<file path="config.mk">
export PLATFORM = sky130hd
export DESIGN_NAME = cipher_ctrl
export DESIGN_NICKNAME = d
export VERILOG_FILES = /design/src/verilog/cipher_ctrl_pkg.sv /design/src/verilog/cipher_cfg_regs.sv /design/src/verilog/cipher_ctrl.sv /design/src/verilog/cipher_rail_fsm.sv /design/src/verilog/rail_combine.sv /design/src/verilog/sp2v_sig_chk.sv
export VERILOG_INCLUDE_DIRS = /design/src /design/src/verilog
export SDC_FILE = /design/constraint.sdc
export NUM_CORES = 1
export LEC_CHECK = 0
export BUFFER_PORTS_ARGS = -buffer_cell sky130_fd_sc_hd__buf_4
export CELL_PAD_IN_SITES_DETAIL_PLACEMENT = 0
export CELL_PAD_IN_SITES_GLOBAL_PLACEMENT = 1
export CORE_ASPECT_RATIO = 1.4
export CORE_MARGIN = 2
export CORE_UTILIZATION = 46
export DETAILED_ROUTE_END_ITERATION = 8
export PLACE_DENSITY_LB_ADDON = 0.1
export REMOVE_ABC_BUFFERS = 1
export SYNTH_ARGS = -nofsm -noshare
export SYNTH_HDL_FRONTEND = slang
export SYNTH_SLANG_ARGS = --single-unit
</file>
<file path="constraint.sdc">
create_clock -name clk_i -period 6.3 [get_ports clk_i]
set_clock_uncertainty 0.1 [all_clocks]
set_input_delay 0.63 -clock clk_i [delete_from_list [all_inputs] [get_ports clk_i]]
set_output_delay 0.63 -clock clk_i [all_outputs]
set_load 0.01 [all_outputs]
</file>
<file path="src/verilog/cipher_ctrl_consts.svh">
// Shared constants of the round controller
// Sparse two-value encoding, select widths and round counts

`ifndef CIPHER_CTRL_CONSTS_SVH
`define CIPHER_CTRL_CONSTS_SVH

//////////////////////////////////////////////////
// Sparse two-value encoding
//////////////////////////////////////////////////

`define SP2V_WIDTH        3
`define SP2V_HIGH         3'b011
`define SP2V_LOW          3'b100   // Bitwise complement of HIGH
`define NUM_SP2V_IN       3        // in_valid, out_ready, sbox_req

//////////////////////////////////////////////////
// Widths and round counts
//////////////////////////////////////////////////

`define STATE_SEL_WIDTH   3
`define ADD_RK_SEL_WIDTH  3
`define KEY_LEN_WIDTH     2
`define RAIL_ST_WIDTH     5
`define RND_CTR_WIDTH     4

`define NR_128            4'd10
`define NR_192            4'd12
`define NR_256            4'd14

`endif

</file>
<file path="src/verilog/cipher_ctrl_pkg.sv">
// Types of the round controller
// Sparse level enum, configuration enums, select enums, rail FSM states
// and the select struct compared across rails

`include "cipher_ctrl_consts.svh"

package cipher_ctrl_pkg;

  typedef enum logic [`SP2V_WIDTH-1:0] {
    SP2V_HIGH = `SP2V_HIGH,
    SP2V_LOW  = `SP2V_LOW
  } sp2v_e;

  typedef enum logic {
    CIPH_FWD = 1'b0,
    CIPH_INV = 1'b1
  } ciph_op_e;

  typedef enum logic [`KEY_LEN_WIDTH-1:0] {
    AES_128 = 2'b01,
    AES_192 = 2'b10,
    AES_256 = 2'b11
  } key_len_e;

  // State register input mux, pairwise distance 2
  typedef enum logic [`STATE_SEL_WIDTH-1:0] {
    STATE_HOLD  = 3'b011,
    STATE_INIT  = 3'b101,
    STATE_ROUND = 3'b110
  } state_sel_e;

  typedef enum logic [`ADD_RK_SEL_WIDTH-1:0] {
    ADD_RK_INIT  = 3'b001,
    ADD_RK_ROUND = 3'b010,
    ADD_RK_FINAL = 3'b100
  } add_rk_sel_e;

  // Rail FSM states, at least 2 bits apart
  typedef enum logic [`RAIL_ST_WIDTH-1:0] {
    ST_IDLE   = 5'b00111,
    ST_INIT   = 5'b11001,
    ST_ROUND  = 5'b01010,
    ST_FINISH = 5'b10100,
    ST_ERROR  = 5'b11110
  } rail_state_e;

  typedef struct packed {
    state_sel_e                state_sel;
    add_rk_sel_e               add_rk_sel;
    logic [`RND_CTR_WIDTH-1:0] rnd_ctr;
  } ctrl_sel_t;

endpackage

</file>
<file path="src/verilog/cipher_cfg_regs.sv">
// Configuration register of the round controller
// Latches operation and key length, turns key length into a round count

`timescale 1ns/1ps
`include "cipher_ctrl_consts.svh"

module cipher_cfg_regs (
  input  logic                         clk_i,
  input  logic                         rst_ni,
  input  logic                         cfg_valid_i,
  input  cipher_ctrl_pkg::ciph_op_e    op_i,
  input  cipher_ctrl_pkg::key_len_e    key_len_i,
  output cipher_ctrl_pkg::ciph_op_e    op_o,
  output logic [`RND_CTR_WIDTH-1:0]    num_rounds_o
);

  logic [`RND_CTR_WIDTH-1:0] num_rounds_d;

  always_comb begin : key_len_decode
    case (key_len_i)
      cipher_ctrl_pkg::AES_192: num_rounds_d = `NR_192;
      cipher_ctrl_pkg::AES_256: num_rounds_d = `NR_256;
      default:                  num_rounds_d = `NR_128;  // Also unknown codes
    endcase
  end

  always_ff @(posedge clk_i or negedge rst_ni) begin : cfg_reg
    if (!rst_ni) begin
      op_o         <= cipher_ctrl_pkg::CIPH_FWD;
      num_rounds_o <= `NR_128;
    end else if (cfg_valid_i) begin
      op_o         <= op_i;
      num_rounds_o <= num_rounds_d;
    end
  end

endmodule

</file>
<file path="src/verilog/cipher_ctrl.sv">
// Redundant AES round controller, top level
// Config register, sparse input check, one FSM rail per encoding bit
// and combiners for selects and alert

`timescale 1ns/1ps
`include "cipher_ctrl_consts.svh"

module cipher_ctrl (
  input  logic                          clk_i,
  input  logic                          rst_ni,
  input  cipher_ctrl_pkg::sp2v_e        in_valid_i,
  output cipher_ctrl_pkg::sp2v_e        in_ready_o,
  output cipher_ctrl_pkg::sp2v_e        out_valid_o,
  input  cipher_ctrl_pkg::sp2v_e        out_ready_i,
  input  logic                          cfg_valid_i,
  input  cipher_ctrl_pkg::ciph_op_e     op_i,
  input  cipher_ctrl_pkg::key_len_e     key_len_i,
  input  cipher_ctrl_pkg::sp2v_e        sbox_req_i,
  output cipher_ctrl_pkg::sp2v_e        sub_bytes_en_o,
  output cipher_ctrl_pkg::sp2v_e        state_we_o,
  output cipher_ctrl_pkg::state_sel_e   state_sel_o,
  output cipher_ctrl_pkg::add_rk_sel_e  add_rk_sel_o,
  output cipher_ctrl_pkg::ciph_op_e     key_expand_op_o,
  output logic [`RND_CTR_WIDTH-1:0]     key_expand_round_o,
  output logic                          alert_o
);

  localparam logic [`SP2V_WIDTH-1:0] HighCode = `SP2V_HIGH;

  logic [`RND_CTR_WIDTH-1:0]                       num_rounds;
  cipher_ctrl_pkg::sp2v_e [`NUM_SP2V_IN-1:0]       sp_in;
  logic [`NUM_SP2V_IN-1:0][`SP2V_WIDTH-1:0]        sp_bits;  // [signal][rail]
  logic                                            enc_err;
  logic                                            mr_err;
  logic [`SP2V_WIDTH-1:0]  sp_in_ready, sp_out_valid, sp_state_we, sp_sub_bytes_en;
  cipher_ctrl_pkg::ctrl_sel_t                      mr_sel [`SP2V_WIDTH];
  cipher_ctrl_pkg::ctrl_sel_t                      sel;
  logic                                            mr_alert [`SP2V_WIDTH];

  cipher_cfg_regs u_cfg_regs (
    .clk_i        ( clk_i           ),
    .rst_ni       ( rst_ni          ),
    .cfg_valid_i  ( cfg_valid_i     ),
    .op_i         ( op_i            ),
    .key_len_i    ( key_len_i       ),
    .op_o         ( key_expand_op_o ),
    .num_rounds_o ( num_rounds      )
  );

  assign sp_in[0] = in_valid_i;
  assign sp_in[1] = out_ready_i;
  assign sp_in[2] = sbox_req_i;

  sp2v_sig_chk #(.NumSig(`NUM_SP2V_IN)) u_sig_chk (
    .sig_i  ( sp_in   ),
    .bits_o ( sp_bits ),
    .err_o  ( enc_err )
  );

  //////////////////////////////////////////////////
  // One FSM rail per encoding bit
  //////////////////////////////////////////////////

  for (genvar i = 0; i < `SP2V_WIDTH; i++) begin : gen_rail
    cipher_rail_fsm #(.Inverted(~HighCode[i])) u_rail (
      .clk_i          ( clk_i              ),
      .rst_ni         ( rst_ni             ),
      .in_valid_i     ( sp_bits[0][i]      ),
      .out_ready_i    ( sp_bits[1][i]      ),
      .sbox_req_i     ( sp_bits[2][i]      ),
      .num_rounds_i   ( num_rounds         ),
      .enc_err_i      ( enc_err            ),
      .mr_err_i       ( mr_err             ),
      .in_ready_o     ( sp_in_ready[i]     ),
      .out_valid_o    ( sp_out_valid[i]    ),
      .state_we_o     ( sp_state_we[i]     ),
      .sub_bytes_en_o ( sp_sub_bytes_en[i] ),
      .sel_o          ( mr_sel[i]          ),
      .alert_o        ( mr_alert[i]        )
    );
  end

  rail_combine #(.T(cipher_ctrl_pkg::ctrl_sel_t), .NumRails(`SP2V_WIDTH)) u_sel_comb (
    .rails_i    ( mr_sel ),
    .comb_o     ( sel    ),
    .mismatch_o ( mr_err )
  );

  rail_combine #(.T(logic), .NumRails(`SP2V_WIDTH)) u_alert_comb (
    .rails_i    ( mr_alert ),
    .comb_o     ( alert_o  ),
    .mismatch_o (          )
  );

  // Reassemble sparse outputs from rail bits
  assign in_ready_o         = cipher_ctrl_pkg::sp2v_e'(sp_in_ready);
  assign out_valid_o        = cipher_ctrl_pkg::sp2v_e'(sp_out_valid);
  assign state_we_o         = cipher_ctrl_pkg::sp2v_e'(sp_state_we);
  assign sub_bytes_en_o     = cipher_ctrl_pkg::sp2v_e'(sp_sub_bytes_en);
  assign state_sel_o        = sel.state_sel;
  assign add_rk_sel_o       = sel.add_rk_sel;
  assign key_expand_round_o = sel.rnd_ctr;

endmodule

</file>
<file path="src/verilog/cipher_rail_fsm.sv">
// One rail of the redundant round control FSM
// States IDLE, INIT, ROUND, FINISH and ERROR with a private round counter
// Sparse inputs and outputs are single bits at the rail polarity

`timescale 1ns/1ps
`include "cipher_ctrl_consts.svh"

module cipher_rail_fsm #(
  parameter bit Inverted = 1'b0  // Set where the HIGH code has a 0 in this bit
) (
  input  logic                        clk_i,
  input  logic                        rst_ni,
  input  logic                        in_valid_i,
  input  logic                        out_ready_i,
  input  logic                        sbox_req_i,
  input  logic [`RND_CTR_WIDTH-1:0]   num_rounds_i,
  input  logic                        enc_err_i,
  input  logic                        mr_err_i,
  output logic                        in_ready_o,
  output logic                        out_valid_o,
  output logic                        state_we_o,
  output logic                        sub_bytes_en_o,
  output cipher_ctrl_pkg::ctrl_sel_t  sel_o,
  output logic                        alert_o
);

  cipher_ctrl_pkg::rail_state_e state_d, state_q, state_nom;
  logic [`RND_CTR_WIDTH-1:0]    rnd_ctr_d, rnd_ctr_q;
  logic                         done_d, done_q;  // S-box result seen in FINISH

  // Active-high views of the rail bits
  logic in_valid, out_ready, sbox_req;
  logic in_ready, out_valid, state_we, sub_bytes_en;

  assign in_valid  = in_valid_i  ^ Inverted;
  assign out_ready = out_ready_i ^ Inverted;
  assign sbox_req  = sbox_req_i  ^ Inverted;

  //////////////////////////////////////////////////
  // Outputs and nominal next state
  //////////////////////////////////////////////////

  always_comb begin : fsm_comb
    state_nom        = state_q;
    rnd_ctr_d        = rnd_ctr_q;
    done_d           = done_q;
    in_ready         = 1'b0;
    out_valid        = 1'b0;
    state_we         = 1'b0;
    sub_bytes_en     = 1'b0;
    alert_o          = 1'b0;
    sel_o.state_sel  = cipher_ctrl_pkg::STATE_HOLD;
    sel_o.add_rk_sel = cipher_ctrl_pkg::ADD_RK_INIT;
    sel_o.rnd_ctr    = rnd_ctr_q;

    case (state_q)
      cipher_ctrl_pkg::ST_IDLE: begin
        in_ready = 1'b1;
        if (in_valid) begin
          rnd_ctr_d = '0;
          state_nom = cipher_ctrl_pkg::ST_INIT;
        end
      end

      // Initial key addition, round 0
      cipher_ctrl_pkg::ST_INIT: begin
        state_we        = 1'b1;
        sel_o.state_sel = cipher_ctrl_pkg::STATE_INIT;
        rnd_ctr_d       = rnd_ctr_q + 1'b1;
        state_nom       = cipher_ctrl_pkg::ST_ROUND;
      end

      cipher_ctrl_pkg::ST_ROUND: begin
        sub_bytes_en     = 1'b1;
        sel_o.add_rk_sel = cipher_ctrl_pkg::ADD_RK_ROUND;
        if (sbox_req) begin
          state_we        = 1'b1;
          sel_o.state_sel = cipher_ctrl_pkg::STATE_ROUND;
          rnd_ctr_d       = rnd_ctr_q + 1'b1;
          if (rnd_ctr_d == num_rounds_i) begin
            state_nom = cipher_ctrl_pkg::ST_FINISH;  // Last round left
          end
        end
      end

      cipher_ctrl_pkg::ST_FINISH: begin
        sel_o.add_rk_sel = cipher_ctrl_pkg::ADD_RK_FINAL;
        sub_bytes_en     = ~done_q;
        out_valid        = sbox_req | done_q;
        if (out_valid && out_ready) begin
          state_we        = 1'b1;
          sel_o.state_sel = cipher_ctrl_pkg::STATE_ROUND;
          rnd_ctr_d       = '0;
          done_d          = 1'b0;
          state_nom       = cipher_ctrl_pkg::ST_IDLE;
        end else if (sbox_req) begin
          done_d = 1'b1;  // Hold the result under back-pressure
        end
      end

      // Terminal, left only through reset
      cipher_ctrl_pkg::ST_ERROR: alert_o = 1'b1;

      default: begin
        alert_o   = 1'b1;
        state_nom = cipher_ctrl_pkg::ST_ERROR;
      end
    endcase
  end

  // Errors override whatever the rail would do next
  assign state_d = (enc_err_i || mr_err_i) ? cipher_ctrl_pkg::ST_ERROR : state_nom;

  always_ff @(posedge clk_i or negedge rst_ni) begin : fsm_reg
    if (!rst_ni) begin
      state_q   <= cipher_ctrl_pkg::ST_IDLE;
      rnd_ctr_q <= '0;
      done_q    <= 1'b0;
    end else begin
      state_q   <= state_d;
      rnd_ctr_q <= rnd_ctr_d;
      done_q    <= done_d;
    end
  end

  // Back to rail polarity, inactive gives the LOW bit
  assign in_ready_o     = in_ready     ^ Inverted;
  assign out_valid_o    = out_valid    ^ Inverted;
  assign state_we_o     = state_we     ^ Inverted;
  assign sub_bytes_en_o = sub_bytes_en ^ Inverted;

endmodule

</file>
<file path="src/verilog/rail_combine.sv">
// OR-combiner for multi-rail outputs
// Flags a mismatch when any rail differs from the combined value

`timescale 1ns/1ps
`include "cipher_ctrl_consts.svh"

module rail_combine #(
  parameter type T        = logic,
  parameter int  NumRails = `SP2V_WIDTH
) (
  input  T     rails_i [NumRails],
  output T     comb_o,
  output logic mismatch_o
);

  always_comb begin : or_comb
    comb_o = T'(0);
    for (int i = 0; i < NumRails; i++) begin
      comb_o = T'(comb_o | rails_i[i]);
    end
  end

  // A faulty rail that still yields a legal OR is caught here
  always_comb begin : mismatch_chk
    mismatch_o = 1'b0;
    for (int i = 0; i < NumRails; i++) begin
      if (rails_i[i] != comb_o) begin
        mismatch_o = 1'b1;
      end
    end
  end

endmodule

</file>
<file path="src/verilog/sp2v_sig_chk.sv">
// Legality check for a vector of sparse two-value signals
// Passes the raw bits on and flags any code that is neither HIGH nor LOW

`timescale 1ns/1ps
`include "cipher_ctrl_consts.svh"

module sp2v_sig_chk #(
  parameter int NumSig = `NUM_SP2V_IN
) (
  input  cipher_ctrl_pkg::sp2v_e [NumSig-1:0]          sig_i,
  output logic [NumSig-1:0][`SP2V_WIDTH-1:0]           bits_o,
  output logic                                         err_o
);

  logic [NumSig-1:0] sig_err;

  //////////////////////////////////////////////////
  // Per-signal check
  //////////////////////////////////////////////////

  always_comb begin : chk
    for (int i = 0; i < NumSig; i++) begin
      bits_o[i] = sig_i[i];
      // Legal only when matching one of the two codes exactly
      sig_err[i] = (sig_i[i] != cipher_ctrl_pkg::SP2V_HIGH) &&
                   (sig_i[i] != cipher_ctrl_pkg::SP2V_LOW);
    end
  end

  assign err_o = |sig_err;  // Any single violation is fatal

endmodule
</file>
; After elaboration in Yosys (flattened, before gate mapping)
; Cells that the tools add are included.
[word_totals]
regBits = 35
wordCells = 182
input_bits = 15
[classes]
add_sub_neg = 3
n_bitwise = 16
reduce_logical = 25
n_mux = 73
n_eq_ne = 54
[op_table]
columns = cell, n
row1 = two-way mux 5 bit, 15
row2 = one-hot mux 5 bit (5 select lines), 3
row3 = one-hot mux 4 bit (4 select lines), 3
row4 = == test 5 bit (second input constant), 9
row5 = two-way mux 4 bit, 9
row6 = inequality test 10 bit, 3
row7 = inequality test 3 x 2 -> 1 bit (second input constant), 9
row8 = one-hot mux 3 bit (3 select lines), 3
row9 = two-way mux 1 bit, 24
row10 = one-hot mux 3 bit (2 select lines), 4
row11 = inequality test 3 bit (second input constant), 7
row12 = OR 10 bit, 2
row13 = two-way mux 3 bit, 6
row14 = inequality test 2 bit (second input constant), 8
row15 = == test 5 x 3 -> 1 bit (second input constant), 3
row16 = == test 5 x 4 -> 1 bit (second input constant), 3
row17 = AND reduction 5 bit, 3
row18 = adder 4 x 1 -> 4 bit (second input constant), 3
row19 = == test 4 bit, 3
row20 = AND reduction 4 bit, 3
row21 = nonzero test 4 bit, 3
row22 = OR reduction 4 bit, 3
row23 = inequality test 2 x 1 -> 1 bit (second input constant), 5
row24 = inverter 1 bit, 9
row25 = other kinds (10), 28

; Longest topological paths before layout
; Gate-level depths: netlist of the first run.
[logic_depth]
ltp_word = 13
depth_mapped = 8
ltp_nobuf = 7

; Hierarchy
; From an unflattened synthesis of the first run, not the netlist that was laid out.
[unflattened]
cells_unflattened = 302
hier_area_um2 = 2778.9
[modules_own_cells]
columns = module, cells_per_inst, n_inst, area_each_um2
row1 = cipher_rail_fsm (gen_rail[0].u_rail ...), 75, 2, 742.0
row2 = cipher_rail_fsm (gen_rail[2].u_rail), 79, 1, 762.0
row3 = rail_combine (u_sel_comb), 39, 1, 244.0
row4 = cipher_cfg_regs, 12, 1, 135.1
row5 = sp2v_sig_chk, 19, 1, 128.9
row6 = rail_combine (u_alert_comb), 3, 1, 25.0

; Least setup slack after synthesis of the first run
; No wires, ideal clock.
[synth_path]
path_type = flip-flop to output port
from = reg gen_rail[1].u_rail.state_q[2]
to = out state_sel_o[0]
t_arrival_ns = 1.606
path_stages_with_launch = 6
path_slack_ns = 3.964
required_ns = 5.570
path_cell_list = dfstp_2 -> nand4bb_1 -> or3_1 -> a22o_1 -> a21oi_1 -> inv_1
[synth_between]
elab_chain_cells = 4
word_cells_on_any_way = 6
cone_classes = eq/ne: 3 / mux: 1 / bitwise: 2
[synth_lines]
columns = element, line_no
row1 = "start, declared", cipher_rail_fsm.sv:27  ; cipher_ctrl_pkg::rail_state_e state_d, state_q, state_nom;
row2 = "start signal, assigned", cipher_rail_fsm.sv:116  ; state_q <= cipher_ctrl_pkg::ST_IDLE;
row3 = "start signal, assigned", cipher_rail_fsm.sv:120  ; state_q <= state_d;
row4 = == test 5 bit / == test 5 x 4 -> 1 bit (equally long branches), cipher_rail_fsm.sv:56  ; case (state_q)
row5 = one-hot mux 3 bit (3 select lines) (*), cipher_rail_fsm.sv:56
row6 = OR 10 bit (*) (2 in a row), rail_combine.sv:19  ; comb_o = T'(comb_o | rails_i[i]);
row7 = "end, declared", cipher_ctrl.sv:21  ; output cipher_ctrl_pkg::state_sel_e state_sel_o,
; Every way passes the cells marked *; elsewhere a longest branch is shown, timed or not.

; Worst setup path in the final report of the first run
; Same ends and word-level chain as after synthesis.

==> results of run 1 <==
[kinds of logic (layout without fill, tap and decap cells)]
group                    Yosys count  count (layout)  synth area share [%]
XOR/XNOR                          12              12                  4.42
AO/OA/AOI/OAI                     70              70                  20.4
multiplexers                       7               7                  3.21
adder cells (fa/ha/maj)            3               3                  1.58
buffers and inverters             29              58                  6.94
flip-flops                        33              33                  35.2
AND/OR/NAND/NOR                  119             119                  28.2
[cell usage in the layout, fill, tap and decap left out, types with 3 or more instances in the layout]
| master | netlist | routed |
|---|---|---|
| a21o_1 | 3 | 3 |
| dfrtp_1 | 23 | 23 |
| a22o_1 | 6 | 6 |
| xor2_1 | 4 | 4 |
| or3_1 | 10 | 10 |
| mux2_2 | 5 | 5 |
| o21ai_0 | 14 | 14 |
| nor3b_1 | 3 | 3 |
| a222oi_1 | 3 | 3 |
| nor2_1 | 15 | 15 |
| clkbuf_8 | 0 | 5 |
| ha_1 | 3 | 3 |
| nand4bb_1 | 6 | 6 |
| nand2_1 | 31 | 31 |
| nand3_1 | 19 | 19 |
| a21boi_1 | 3 | 3 |
| buf_4 | 12 | 38 |
| inv_1 | 12 | 12 |
| and3_1 | 6 | 6 |
| o21ai_1 | 4 | 4 |
| nor2b_1 | 8 | 8 |
| a21oi_1 | 10 | 10 |
| o211ai_1 | 3 | 3 |
| dfstp_2 | 10 | 10 |
| a21boi_0 | 4 | 4 |
| a31oi_1 | 4 | 4 |
| xnor2_1 | 8 | 8 |
[stage by stage]
step	total power, mW	worst slack, ns	utilization, %	std cells
floorplan	0.234	3.95	-	256
detailed placement	0.253	3.58	51.7	360
global placement	0.252	3.61	51.7	360
finish	0.407	3.33	53.4	368
global route	0.421	3.17	53.4	368
CTS	0.411	3.34	53.4	368
[power breakdown]
group	internal [mW]	total (mW)	leakage, nW	switching [mW]
sequential	0.215	0.218	0.366	0.00323
clock	0.0762	0.158	0.0439	0.0821
combinational	0.0146	0.0300	0.780	0.0154
[state kept, by name (all words and copies together) (netlist names)]
register,count
u_cfg_regs.num_rounds_o,2
u_cfg_regs.op_o,1
gen_rail.u_rail.state_q,15
gen_rail.u_rail.rnd_ctr_q,12
gen_rail.u_rail.done_q,3
[layer usage]
| layer | track usage, % | up-vias | routed length [um] |
|---|---|---|---|
| met5 | 0 | - | 0 |
| met4 | 7.74 | 0 | 89 |
| met3 | 2.64 | 7 | 321 |
| met2 | 41.0 | 64 | 3210 |
| met1 | 29.4 | 1029 | 2610 |
| li1 | - | 1053 | - |
[final timing paths]
kind                       slack, ns  cells past startpoint                          start                       endpoint
max in group asynchronous       5.57                      1                         rst_ni  gen_rail[0].u_rail.state_q[0]
hold / removal                  0.18                      1                         rst_ni                u_cfg_regs.op_o
hold reg to reg                 0.42                      1                u_cfg_regs.op_o                u_cfg_regs.op_o
setup reg to reg                3.59                      6  gen_rail[2].u_rail.state_q[1]  gen_rail[0].u_rail.state_q[4]
setup / recovery                3.33                      6  gen_rail[1].u_rail.state_q[2]                 state_sel_o[0]
min in group clk_i              0.39                      2                   key_len_i[1]     u_cfg_regs.num_rounds_o[1]
[layout make-up]
| type | instances | area (um^2) |
|---|---|---|
| fill | 494 | 2370 |
| multi-input combinational | 211 | 1380 |
| sequential | 33 | 838 |
| timing repair buffer | 38 | 285 |
| tap | 66 | 82.6 |
| clock buffer | 5 | 68.8 |
| inverter | 12 | 45.0 |
| clock inverter | 3 | 17.5 |
==> metrics.md, run 1 <==
| Metric | Value |
|---|---|
| Die H | `89.1 um` |
| Die Wd | `64.8 um` |
| Worst-path maximum fanout | `7` |
| Clock latency at the later pin of the worst-skew pair | `0.29 ns` |
| Synth cell types | `55` |
| Setup TNS | `0 ns` |
| Slew @ Worst Pin | `0.670 ns` |
| Hold-fix buffer count after cts | `0` |
| Full die area | `5770 um^2` |
| Synthesis-to-finish area growth | `14.0%` |
| Final setup violation count | `0` |
| Routed len/inst | `16.9 um` |
| CTS H-tree depth | `2` |
| Area after DPL | `2630 um^2` |
| Critical path capture point type | `output port` |
| Clock buffer depth | `2` |
| DPL Wire Length | `4770 um` |
| Pwr Density | `150 nW/um^2` |
| Fin crit period | `2.97 ns` |
| Arr. time, crit path | `2.24 ns` |
| Async SR Flop Fraction | `100%` |
| Cts repair resizes | `0` |
| # diodes | `0` |
| Status | `completed` |
| Worst path buffer plus inverter count | `2` |
| Total CTS buffers | `5` |
| Slowest CP cell | `dfstp_2` |
| DRT iter0 DRCs | `177` |
| Top_reg_cell synth | `dfrtp_1` |
| Crit Path Class | `reg2out` |
| Worst vdd ir | `0.000156 V` |
| Synth area leaders | `dfrtp_1, dfstp_2, nand2_1` |
| CP Data Required Time | `5.57 ns` |
| Synth top area share | `24.2%` |
| FP Rows | `31` |
| Fmax | `0.337 GHz` |
| Seq cells post-synth | `33` |
| P_leak | `1.19 nW` |
| Critical-path cell list | `nand4bb_1 -> or3_1 -> a22o_1 -> a21oi_1 -> inv_1 -> buf_4` |
| Top Family by Delay on Critical Path | `simple AND/OR/NAND/NOR gates` |
| Max_slew headroom | `55.3%` |
| CTS root buf | `clkbuf_8` |
| Vias in the first global route | `2,093` |
| WHS | `0.180 ns` |
| Via count | `2,153` |
| Total clock sinks | `33` |
| Period utilisation layout | `47.1%` |
| Post-synth EDFFs | `0` |
| Initial core utilization | `46.8%` |
| IO Count | `39` |
| Post-synth top cells | `nand2_1, dfrtp_1, nand3_1` |
| First-pass DRT Iterations | `5` |
| Crit start category | `flop` |
| CP peak stage delay | `0.58 ns` |
| Count leader, synth | `nand2_1` |
| CTS tree | `built` |
| Vias/cell | `5.85` |
| Post-CTS Repair Setup Buffers | `0` |
| Initial antenna violation count | `0` |
| Sequential-to-total area share from yosys stat | `35.2%` |
| Design Area, Final | `2710 um^2` |
| Final hold violations | `0` |
| Residual DRC | `0` |
| Area leader, netlist | `dfrtp_1` |
| RSZ-0062 raised after global routing | `false` |
| Worst-path clk slew | `0.07 ns` |
| Pins Over Slew Limit | `0` |
| DRT Wirelength | `6230 um` |
| Ys Warns | `0` |
| Mean Syn Cell Area | `8.71 um^2` |
| Max-cap viol count | `0` |
| Layout cells sized above 1 | `20.9%` |
| GPL Wtd Cong | `0.829` |
| Largest net degree at the start of global routing | `34` |
| Min-delay worst type | `in2async` |
| Global route overflow | `0` |
| Fin nets | `319` |
| Core area | `5080 um^2` |
| Mapped cell area | `2380 um^2` |
| Post-Syn Instances | `273` |
| Gr usage total | `23.2%` |
| Global-route wire length before repair | `10,200 um` |
| Final antenna-violating net count | `0` |
| I/O Buffers | `38` |
(Power assumes the default switching activity.)
==> inputs of run 2 (changes only) <==
--- a/config.mk
+++ b/config.mk
@@ -6,12 +6,13 @@
 export SDC_FILE = /design/constraint.sdc
 export NUM_CORES = 1
 export LEC_CHECK = 0
+export ABC_AREA = 1
 export BUFFER_PORTS_ARGS = -buffer_cell sky130_fd_sc_hd__buf_4
 export CELL_PAD_IN_SITES_DETAIL_PLACEMENT = 0
 export CELL_PAD_IN_SITES_GLOBAL_PLACEMENT = 1
 export CORE_ASPECT_RATIO = 1.4
 export CORE_MARGIN = 2
-export CORE_UTILIZATION = 46
+export CORE_UTILIZATION = 37
 export DETAILED_ROUTE_END_ITERATION = 8
 export PLACE_DENSITY_LB_ADDON = 0.1
 export REMOVE_ABC_BUFFERS = 1
==> constraint.sdc (replaced) <==
create_clock -name clk_i -period 2.6 [get_ports clk_i]
set_clock_uncertainty 0.1 [all_clocks]
set_input_delay 0.26 -clock clk_i [delete_from_list [all_inputs] [get_ports clk_i]]
set_output_delay 0.26 -clock clk_i [all_outputs]
set_load 0.01 [all_outputs]
==> metrics.md, run 2 <==
| Metric | Value |
|---|---|
| Pins Over Slew Limit | `0 (unchanged)` |
| Power, Total | `1.05 mW (was 407 uW)` |
| DRT iter0 DRCs | `124 (was 177)` |
| Global-route wire length before repair | `13,200 um (was 10,200 um)` |
| Mean Syn Cell Area | `6.64 um^2 (was 8.71 um^2)` |
| Cts repair resizes | `0 (unchanged)` |
| Critical path capture point type | `output port (unchanged)` |
| Compound-Gate Fraction of Synth Area | `10.1% (was 20.4%)` |
| Gr usage total | `20.5% (was 23.2%)` |
| Worst-path maximum fanout | `5 (was 7)` |
| Final hold violations | `0 (unchanged)` |
| Arr. time, crit path | `2.00 ns (was 2.24 ns)` |
| Commonest non-fill, non-tap cell in the layout | `nand2_1 (was buf_4)` |
| Max-cap viol count | `0 (unchanged)` |
| Adder-Cell Fraction of Synth Area | `1.33% (was 1.58%)` |
| Pwr Density | `324 nW/um^2 (was 150 nW/um^2)` |
| DPL Wire Length | `6510 um (was 4770 um)` |
| CTS H-tree depth | `2 (unchanged)` |
| GR Util met1 | `23.9% (was 29.4%)` |
| Synth cell types | `34 (was 55)` |
| Final antenna-violating net count | `0 (unchanged)` |
| FP Rows | `37 (was 31)` |
| Vias in the first global route | `2,730 (was 2,093)` |
| Simple-gate portion of the synthesized area | `42.9% (was 28.2%)` |
| Clock latency at the later pin of the worst-skew pair | `0.28 ns (was 0.29 ns)` |
| FF/Latch Area | `838 um^2 (unchanged)` |
| Post-Syn Instances | `425 (was 273)` |
| Routed len/inst | `14.5 um (was 16.9 um)` |
| Slew @ Worst Pin | `0.498 ns (was 0.670 ns)` |
| CP Data Required Time | `2.24 ns (was 5.57 ns)` |
| Async SR Flop Fraction | `100% (unchanged)` |
| Vias/cell | `4.99 (was 5.85)` |
| Synth area leaders | `dfrtp_1, nand2_1, dfstp_2 (was dfrtp_1, dfstp_2, nand2_1)` |
| Post-synth top cells | `nand2_1, inv_1, nor2_1 (was nand2_1, dfrtp_1, nand3_1)` |
| Fin nets | `477 (was 319)` |
| M2 GR Usage | `36.3% (was 41.0%)` |
| GPL Wtd Cong | `0.854 (was 0.829)` |
| DRT Wirelength | `8060 um (was 6230 um)` |
| Area leader, netlist | `dfrtp_1 (unchanged)` |
| Max_slew headroom | `66.5% (was 55.3%)` |
| Period utilisation layout | `90.9%` |
| RSZ-0062 raised after global routing | `false (unchanged)` |
| Register with the most flip-flops | `gen_rail.u_rail.state_q (unchanged)` |
| CTS root buf | `clkbuf_8 (unchanged)` |
| # diodes | `0 (unchanged)` |
| Global route overflow | `0 (unchanged)` |
| Crit start category | `flop (unchanged)` |
| Top_reg_cell synth | `dfrtp_1 (unchanged)` |
| Final setup violation count | `0 (unchanged)` |
| Synth top area share | `20.4% (was 24.2%)` |
| Hold Path Stages | `2` |
| Area after DPL | `3130 um^2 (was 2630 um^2)` |
| Die Wd | `77.8 um (was 64.8 um)` |
| Hold-fix buffer count after cts | `1 (was 0)` |
| Placed insts | `548 (was 360)` |
| Fin crit period | `2.36 ns` |
| Initial antenna violation count | `0 (unchanged)` |
| Commonest non-fill, non-tap cells in the layout | `nand2_1, inv_1, nor2_1, buf_4, nand3_1 (was buf_4, nand2_1, dfrtp_1, nand3_1, nor2_1)` |
| Post-CTS Repair Setup Buffers | `0 (unchanged)` |
| Flop2flop setup slack | `0.31 ns (was 3.59 ns)` |
| IO Count | `39 (unchanged)` |
| Total CTS buffers | `5 (unchanged)` |
| Clock buffer depth | `2 (unchanged)` |
| Post-synth EDFFs | `0 (unchanged)` |
| I/O Buffers | `38 (unchanged)` |
| Worst vdd ir | `0.000192 V (was 0.000156 V)` |
| Filler Cells Inserted | `811 (was 494)` |
| WHS | `0.0966 ns (was 0.180 ns)` |
| Count leader, synth | `nand2_1 (unchanged)` |
| Min-delay worst type | `in2reg (was in2async)` |
| First-pass DRT Iterations | `4 (was 5)` |
| Ys Warns | `0 (unchanged)` |
| Top flop regs | `gen_rail.u_rail.state_q x15, gen_rail.u_rail.rnd_ctr_q x12, gen_rail.u_rail.done_q x3 (unchanged)` |
| Status | `completed (unchanged)` |
| CTS tree | `built (unchanged)` |
| Count of non-filler cells in the finished layout | `557 (was 368)` |
| Crit Path Class | `reg2out (unchanged)` |
| Seq cells post-synth | `33 (unchanged)` |
| Largest family of logic cells by synthesized area | `simple AND/OR/NAND/NOR gates (unchanged)` |
| Mapped cell area | `2820 um^2 (was 2380 um^2)` |
| Synthesis-to-finish area growth | `14.5% (was 14.0%)` |
| Area of the multi-input gates | `1580 um^2 (was 1380 um^2)` |
| GRT met3 Usage | `2.68% (was 2.64%)` |
| Global route hottest layer | `met2 (unchanged)` |
| Post-synthesis xor/xnor area fraction | `0.930% (was 4.42%)` |
| Core area | `7360 um^2 (was 5080 um^2)` |
| Via count | `2,780 (was 2,153)` |
| R2r worst-path depth | `9 (was 6)` |
| Mux cell area share after synthesis | `0.753% (was 3.21%)` |
| Residual DRC | `0 (unchanged)` |
| Largest net degree at the start of global routing | `34 (unchanged)` |
| Setup TNS | `0 ns (unchanged)` |
| Max reg flops | `15 (unchanged)` |
| Initial core utilization | `38.4% (was 46.8%)` |
| Full die area | `8360 um^2 (was 5770 um^2)` |
| P_leak | `1.71 nW (was 1.19 nW)` |
| Total clock sinks | `33 (unchanged)` |
| Design Area, Final | `3230 um^2 (was 2710 um^2)` |
| Sequential-to-total area share from yosys stat | `29.7% (was 35.2%)` |
| Fmax | `0.423 GHz` |
| Layout cells sized above 1 | `25.2% (was 20.9%)` |
| Die H | `107 um (was 89.1 um)` |
| Worst-path clk slew | `0.07 ns (about the same)` |
run 2: path summary, 6_finish.rpt:
check                                                 to                             from
min in group asynchronous      gen_rail[2].u_rail.done_q                           rst_ni
hold / removal                u_cfg_regs.num_rounds_o[2]                      cfg_valid_i
hold reg to reg                          u_cfg_regs.op_o                  u_cfg_regs.op_o
max in group asynchronous  gen_rail[1].u_rail.state_q[0]                           rst_ni
setup reg to reg           gen_rail[2].u_rail.state_q[3]  gen_rail[2].u_rail.rnd_ctr_q[0]
setup / recovery                                 alert_o    gen_rail[0].u_rail.state_q[0]
run 2: routing by layer:
metal	vias to the layer above	part of all wire (%)
met5	-	0
met4	0	3.8
met3	19	3.0
met2	66	51
met1	1289	42
li1	1406	-
run 2: kinds of logic after synthesis:
| family | Yosys count |
|---|---|
| adders and majority gates | 3 |
| buffers and inverters | 92 |
| DFF | 33 |
| AOI/OAI and AO/OA | 52 |
| xor gates and xnor gates | 3 |
| and+or+nand+nor | 240 |
| muxes | 2 |
run 2: stage by stage:
step / setup WS, ns / util [%]
after global routing: 0.107 / 43.9
after floorplan: 0.687 / -
after detailed placement: 0.387 / 42.6
final: 0.237 / 43.9
after CTS: 0.227 / 43.9
after global placement: 0.390 / 42.6
run 2: cell type report:
cell class,count,area share (%)
inverter,79,9.21
clock buffer,8,2.79
timing repair buffer,40,9.37
sequential,33,25.9
multi-input combinational,300,49.0
tap,97,3.75
run 2: critical path, stage by stage (launching register included):
cell and delay (ns):
dfstp_2 0.56, nand3_1 0.08, nor2_1 0.20, inv_1 0.16, nand2_1 0.12, nor2_1 0.06
or3_1 0.39, buf_4 0.16
run 2: power by group:
part | total, mW | internal [mW] | switching (mW)
Sequential | 0.532 | 0.523 | 0.00968
Clock | 0.414 | 0.216 | 0.198
Combinational | 0.100 | 0.0395 | 0.0606
==> inputs of run 3 (changes only) <==
--- a/config.mk
+++ b/config.mk
@@ -7,6 +7,7 @@
 export NUM_CORES = 1
 export LEC_CHECK = 0
 export ABC_AREA = 1
+export ABC_CLOCK_PERIOD_IN_PS = 2600
 export BUFFER_PORTS_ARGS = -buffer_cell sky130_fd_sc_hd__buf_4
 export CELL_PAD_IN_SITES_DETAIL_PLACEMENT = 0
 export CELL_PAD_IN_SITES_GLOBAL_PLACEMENT = 1
@@ -14,7 +15,7 @@
 export CORE_MARGIN = 2
 export CORE_UTILIZATION = 37
 export DETAILED_ROUTE_END_ITERATION = 8
-export PLACE_DENSITY_LB_ADDON = 0.1
+export PLACE_DENSITY = 0.73
 export REMOVE_ABC_BUFFERS = 1
 export SYNTH_ARGS = -nofsm -noshare
 export SYNTH_HDL_FRONTEND = slang
==> metrics.md, run 3 (synthesis gave the netlist of run 2 again) <==
| Metric | Value |
|---|---|
| Status | `completed (unchanged)` |
| Critical path capture point type | `output port (unchanged)` |
| Pins Over Slew Limit | `0 (unchanged)` |
| Synthesis-to-finish area growth | `14.9% (was 14.5%)` |
| Fmax | `0.430 GHz (was 0.423 GHz)` |
| Final setup violation count | `0 (unchanged)` |
| Global route overflow | `0 (unchanged)` |
| Post-CTS Repair Setup Buffers | `0 (unchanged)` |
| FP Rows | `37 (unchanged)` |
| Placed insts | `548 (unchanged)` |
| Max_slew headroom | `60.9% (was 66.5%)` |
| Period utilisation layout | `89.5% (was 90.9%)` |
| Commonest non-fill, non-tap cell in the layout | `nand2_1 (unchanged)` |
| Reg power frac | `50.0% (was 50.9%)` |
| DPL Wire Length | `6340 um (was 6510 um)` |
| CP Data Required Time | `2.24 ns (about the same)` |
| Clock latency at the later pin of the worst-skew pair | `0.29 ns (was 0.28 ns)` |
| Top Family by Delay on Critical Path | `simple AND/OR/NAND/NOR gates (unchanged)` |
| CTS tree | `built (unchanged)` |
| Critical-path cell list | `inv_2 -> nor2_4 -> nand4_1 -> nand2_1 -> nor3_1 -> or3_1 -> buf_4 (was nand3_1 -> nor2_1 -> inv_1 -> nand2_1 -> nor2_1 -> or3_1 -> buf_4)` |
| Filler Cells Inserted | `806 (was 811)` |
| Power, Total | `1.06 mW (was 1.05 mW)` |
| CP peak stage delay | `0.58 ns (was 0.56 ns)` |
| Slowest CP cell | `dfstp_2 (unchanged)` |
| Commonest non-fill, non-tap cells in the layout | `nand2_1, inv_1, nor2_1, buf_4, nand3_1 (unchanged)` |
| Max-cap viol count | `0 (unchanged)` |
| FF-to-FF End | `gen_rail[1].u_rail.state_q[4] (was gen_rail[2].u_rail.state_q[3])` |
| CTS root buf | `clkbuf_8 (unchanged)` |
| Die H | `107 um (unchanged)` |
| DRT Wirelength | `7680 um (was 8060 um)` |
| Die Wd | `77.8 um (unchanged)` |
| Crit start category | `flop (unchanged)` |
| Total CTS buffers | `5 (unchanged)` |
| Worst-path maximum fanout | `4 (was 5)` |
| Clock buffer depth | `2 (unchanged)` |
| Int Pwr | `802 uW (was 779 uW)` |
| Vias/cell | `4.84 (was 4.99)` |
| Initial core utilization | `38.4% (unchanged)` |
| Largest net degree at the start of global routing | `34 (unchanged)` |
| Reg-to-reg startpoint | `gen_rail[2].u_rail.state_q[1] (was gen_rail[2].u_rail.rnd_ctr_q[0])` |
| Via count | `2,698 (was 2,780)` |
| IO Count | `39 (unchanged)` |
| DRT iter0 DRCs | `176 (was 124)` |
| First-pass DRT Iterations | `4 (unchanged)` |
| Combinational power share | `9.4% (was 9.6%)` |
| Layout cells sized above 1 | `25.7% (was 25.2%)` |
| Max reg flops | `15 (unchanged)` |
| Vias in the first global route | `2,606 (was 2,730)` |
| Global-route wire length before repair | `13,000 um (was 13,200 um)` |
| Core area | `7360 um^2 (unchanged)` |
| Min-delay worst type | `in2reg (unchanged)` |
| Setup TNS | `0 ns (unchanged)` |
| Slew @ Worst Pin | `0.581 ns (was 0.498 ns)` |
| # diodes | `0 (unchanged)` |
| Total clock sinks | `33 (unchanged)` |
| RSZ-0062 raised after global routing | `false (unchanged)` |
| Final hold violations | `0 (unchanged)` |
| CP startpoint | `gen_rail[2].u_rail.state_q[2] (was gen_rail[0].u_rail.state_q[0])` |
| Final antenna-violating net count | `0 (unchanged)` |
| R2r worst-path depth | `11 (was 9)` |
| Worst vdd ir | `0.000200 V (was 0.000192 V)` |
| Arr. time, crit path | `1.97 ns (was 2.00 ns)` |
| Top flop regs | `gen_rail.u_rail.state_q x15, gen_rail.u_rail.rnd_ctr_q x12, gen_rail.u_rail.done_q x3 (unchanged)` |
| I/O Buffers | `38 (unchanged)` |
| Fin crit period | `2.33 ns (was 2.36 ns)` |
| GPL Wtd Cong | `0.878 (was 0.854)` |
| DP Worst Slack | `0.402 ns (was 0.387 ns)` |
| Clock power share | `40.6% (was 39.6%)` |
| WHS | `0.0907 ns (was 0.0966 ns)` |
| Crit Path Class | `reg2out (unchanged)` |
| Worst-path clk slew | `0.07 ns (about the same)` |
| Worst path buffer plus inverter count | `2 (unchanged)` |
| Fin nets | `477 (unchanged)` |
| Register with the most flip-flops | `gen_rail.u_rail.state_q (unchanged)` |
| Flop2flop setup slack | `0.41 ns (was 0.31 ns)` |
| Final worst slack | `0.274 ns (was 0.237 ns)` |
| Min-delay src | `cfg_valid_i (unchanged)` |
| Count of non-filler cells in the finished layout | `557 (unchanged)` |
| Residual DRC | `0 (unchanged)` |
| Initial antenna violation count | `0 (unchanged)` |
| Cts repair resizes | `0 (unchanged)` |
| Gr usage total | `19.9% (was 20.5%)` |
| Pwr Density | `328 nW/um^2 (was 324 nW/um^2)` |
| Sw frac | `24.6% (was 25.6%)` |
| Hold Path Stages | `2 (unchanged)` |
| CTS H-tree depth | `2 (unchanged)` |
| P_leak | `1.72 nW (was 1.71 nW)` |
| Routed len/inst | `13.8 um (was 14.5 um)` |
| Worst Hold End | `u_cfg_regs.num_rounds_o[2] (unchanged)` |
| Sw power | `262 uW (was 268 uW)` |
| Full die area | `8360 um^2 (unchanged)` |
## run 3: changes by cell type in the layout (fill, tap and decap cells not counted)
| cell | delta |
|---|---|
| clkinv_2 | +1 |
| clkbuf_1 | -2 |
| clkbuf_8 | +1 |
## run 3: how the worst max path moves through the flow
stage	end	cells past startpoint
after floorplan	gen_rail[1].u_rail.state_q[4]	11
after global placement	gen_rail[1].u_rail.state_q[4]	11
after detailed placement	gen_rail[1].u_rail.state_q[4]	11
after CTS	alert_o	7
after global routing	alert_o	7
final	alert_o	7
## run 3: power groups by stage
stage / clock (mW) / sequential, mW / combinational, mW
6_report: 0.432 / 0.532 / 0.0996
3_5_place_dp: 0 / 0.541 / 0.100
4_1_cts: 0.445 / 0.532 / 0.102
2_1_floorplan: 0 / 0.539 / 0.0499
3_3_place_gp: 0 / 0.541 / 0.0997
5_1_grt: 0.473 / 0.533 / 0.114
## run 3: what timing repair did
action | in CTS | in global routing
hold endpoints to repair | 23 | 0
endpoints found under the setup margin | 0 | 0
hold buffers | 1 | 0
## run 3: per-layer routing
layer / vias up / track usage (%) / part of all wire, %
met1: 1234 / 24.3 / 43
li1: 1409 / - / -
met5: - / 0 / 0
met4: 0 / 6.63 / 1.8
met3: 8 / 2.85 / 3.6
met2: 47 / 35.7 / 51
## run 3: layout make-up
class	count	area [um^2]	area share, %
repair buffers	40	303	9.33
multi-input cells	300	1580	48.8
clock buffers	7	96.3	2.97
inverters	79	298	9.18
well taps	97	121	3.74
clock inverters	1	5.00	0.154
flip-flops and latches	33	838	25.8
## run 3: metrics by stage
stage | utilization, % | area (um^2)
floorplan | - | 2720
global placement | 42.6 | 3130
detailed placement | 42.6 | 3130
CTS | 44.1 | 3240
global route | 44.1 | 3240
finish | 44.1 | 3240
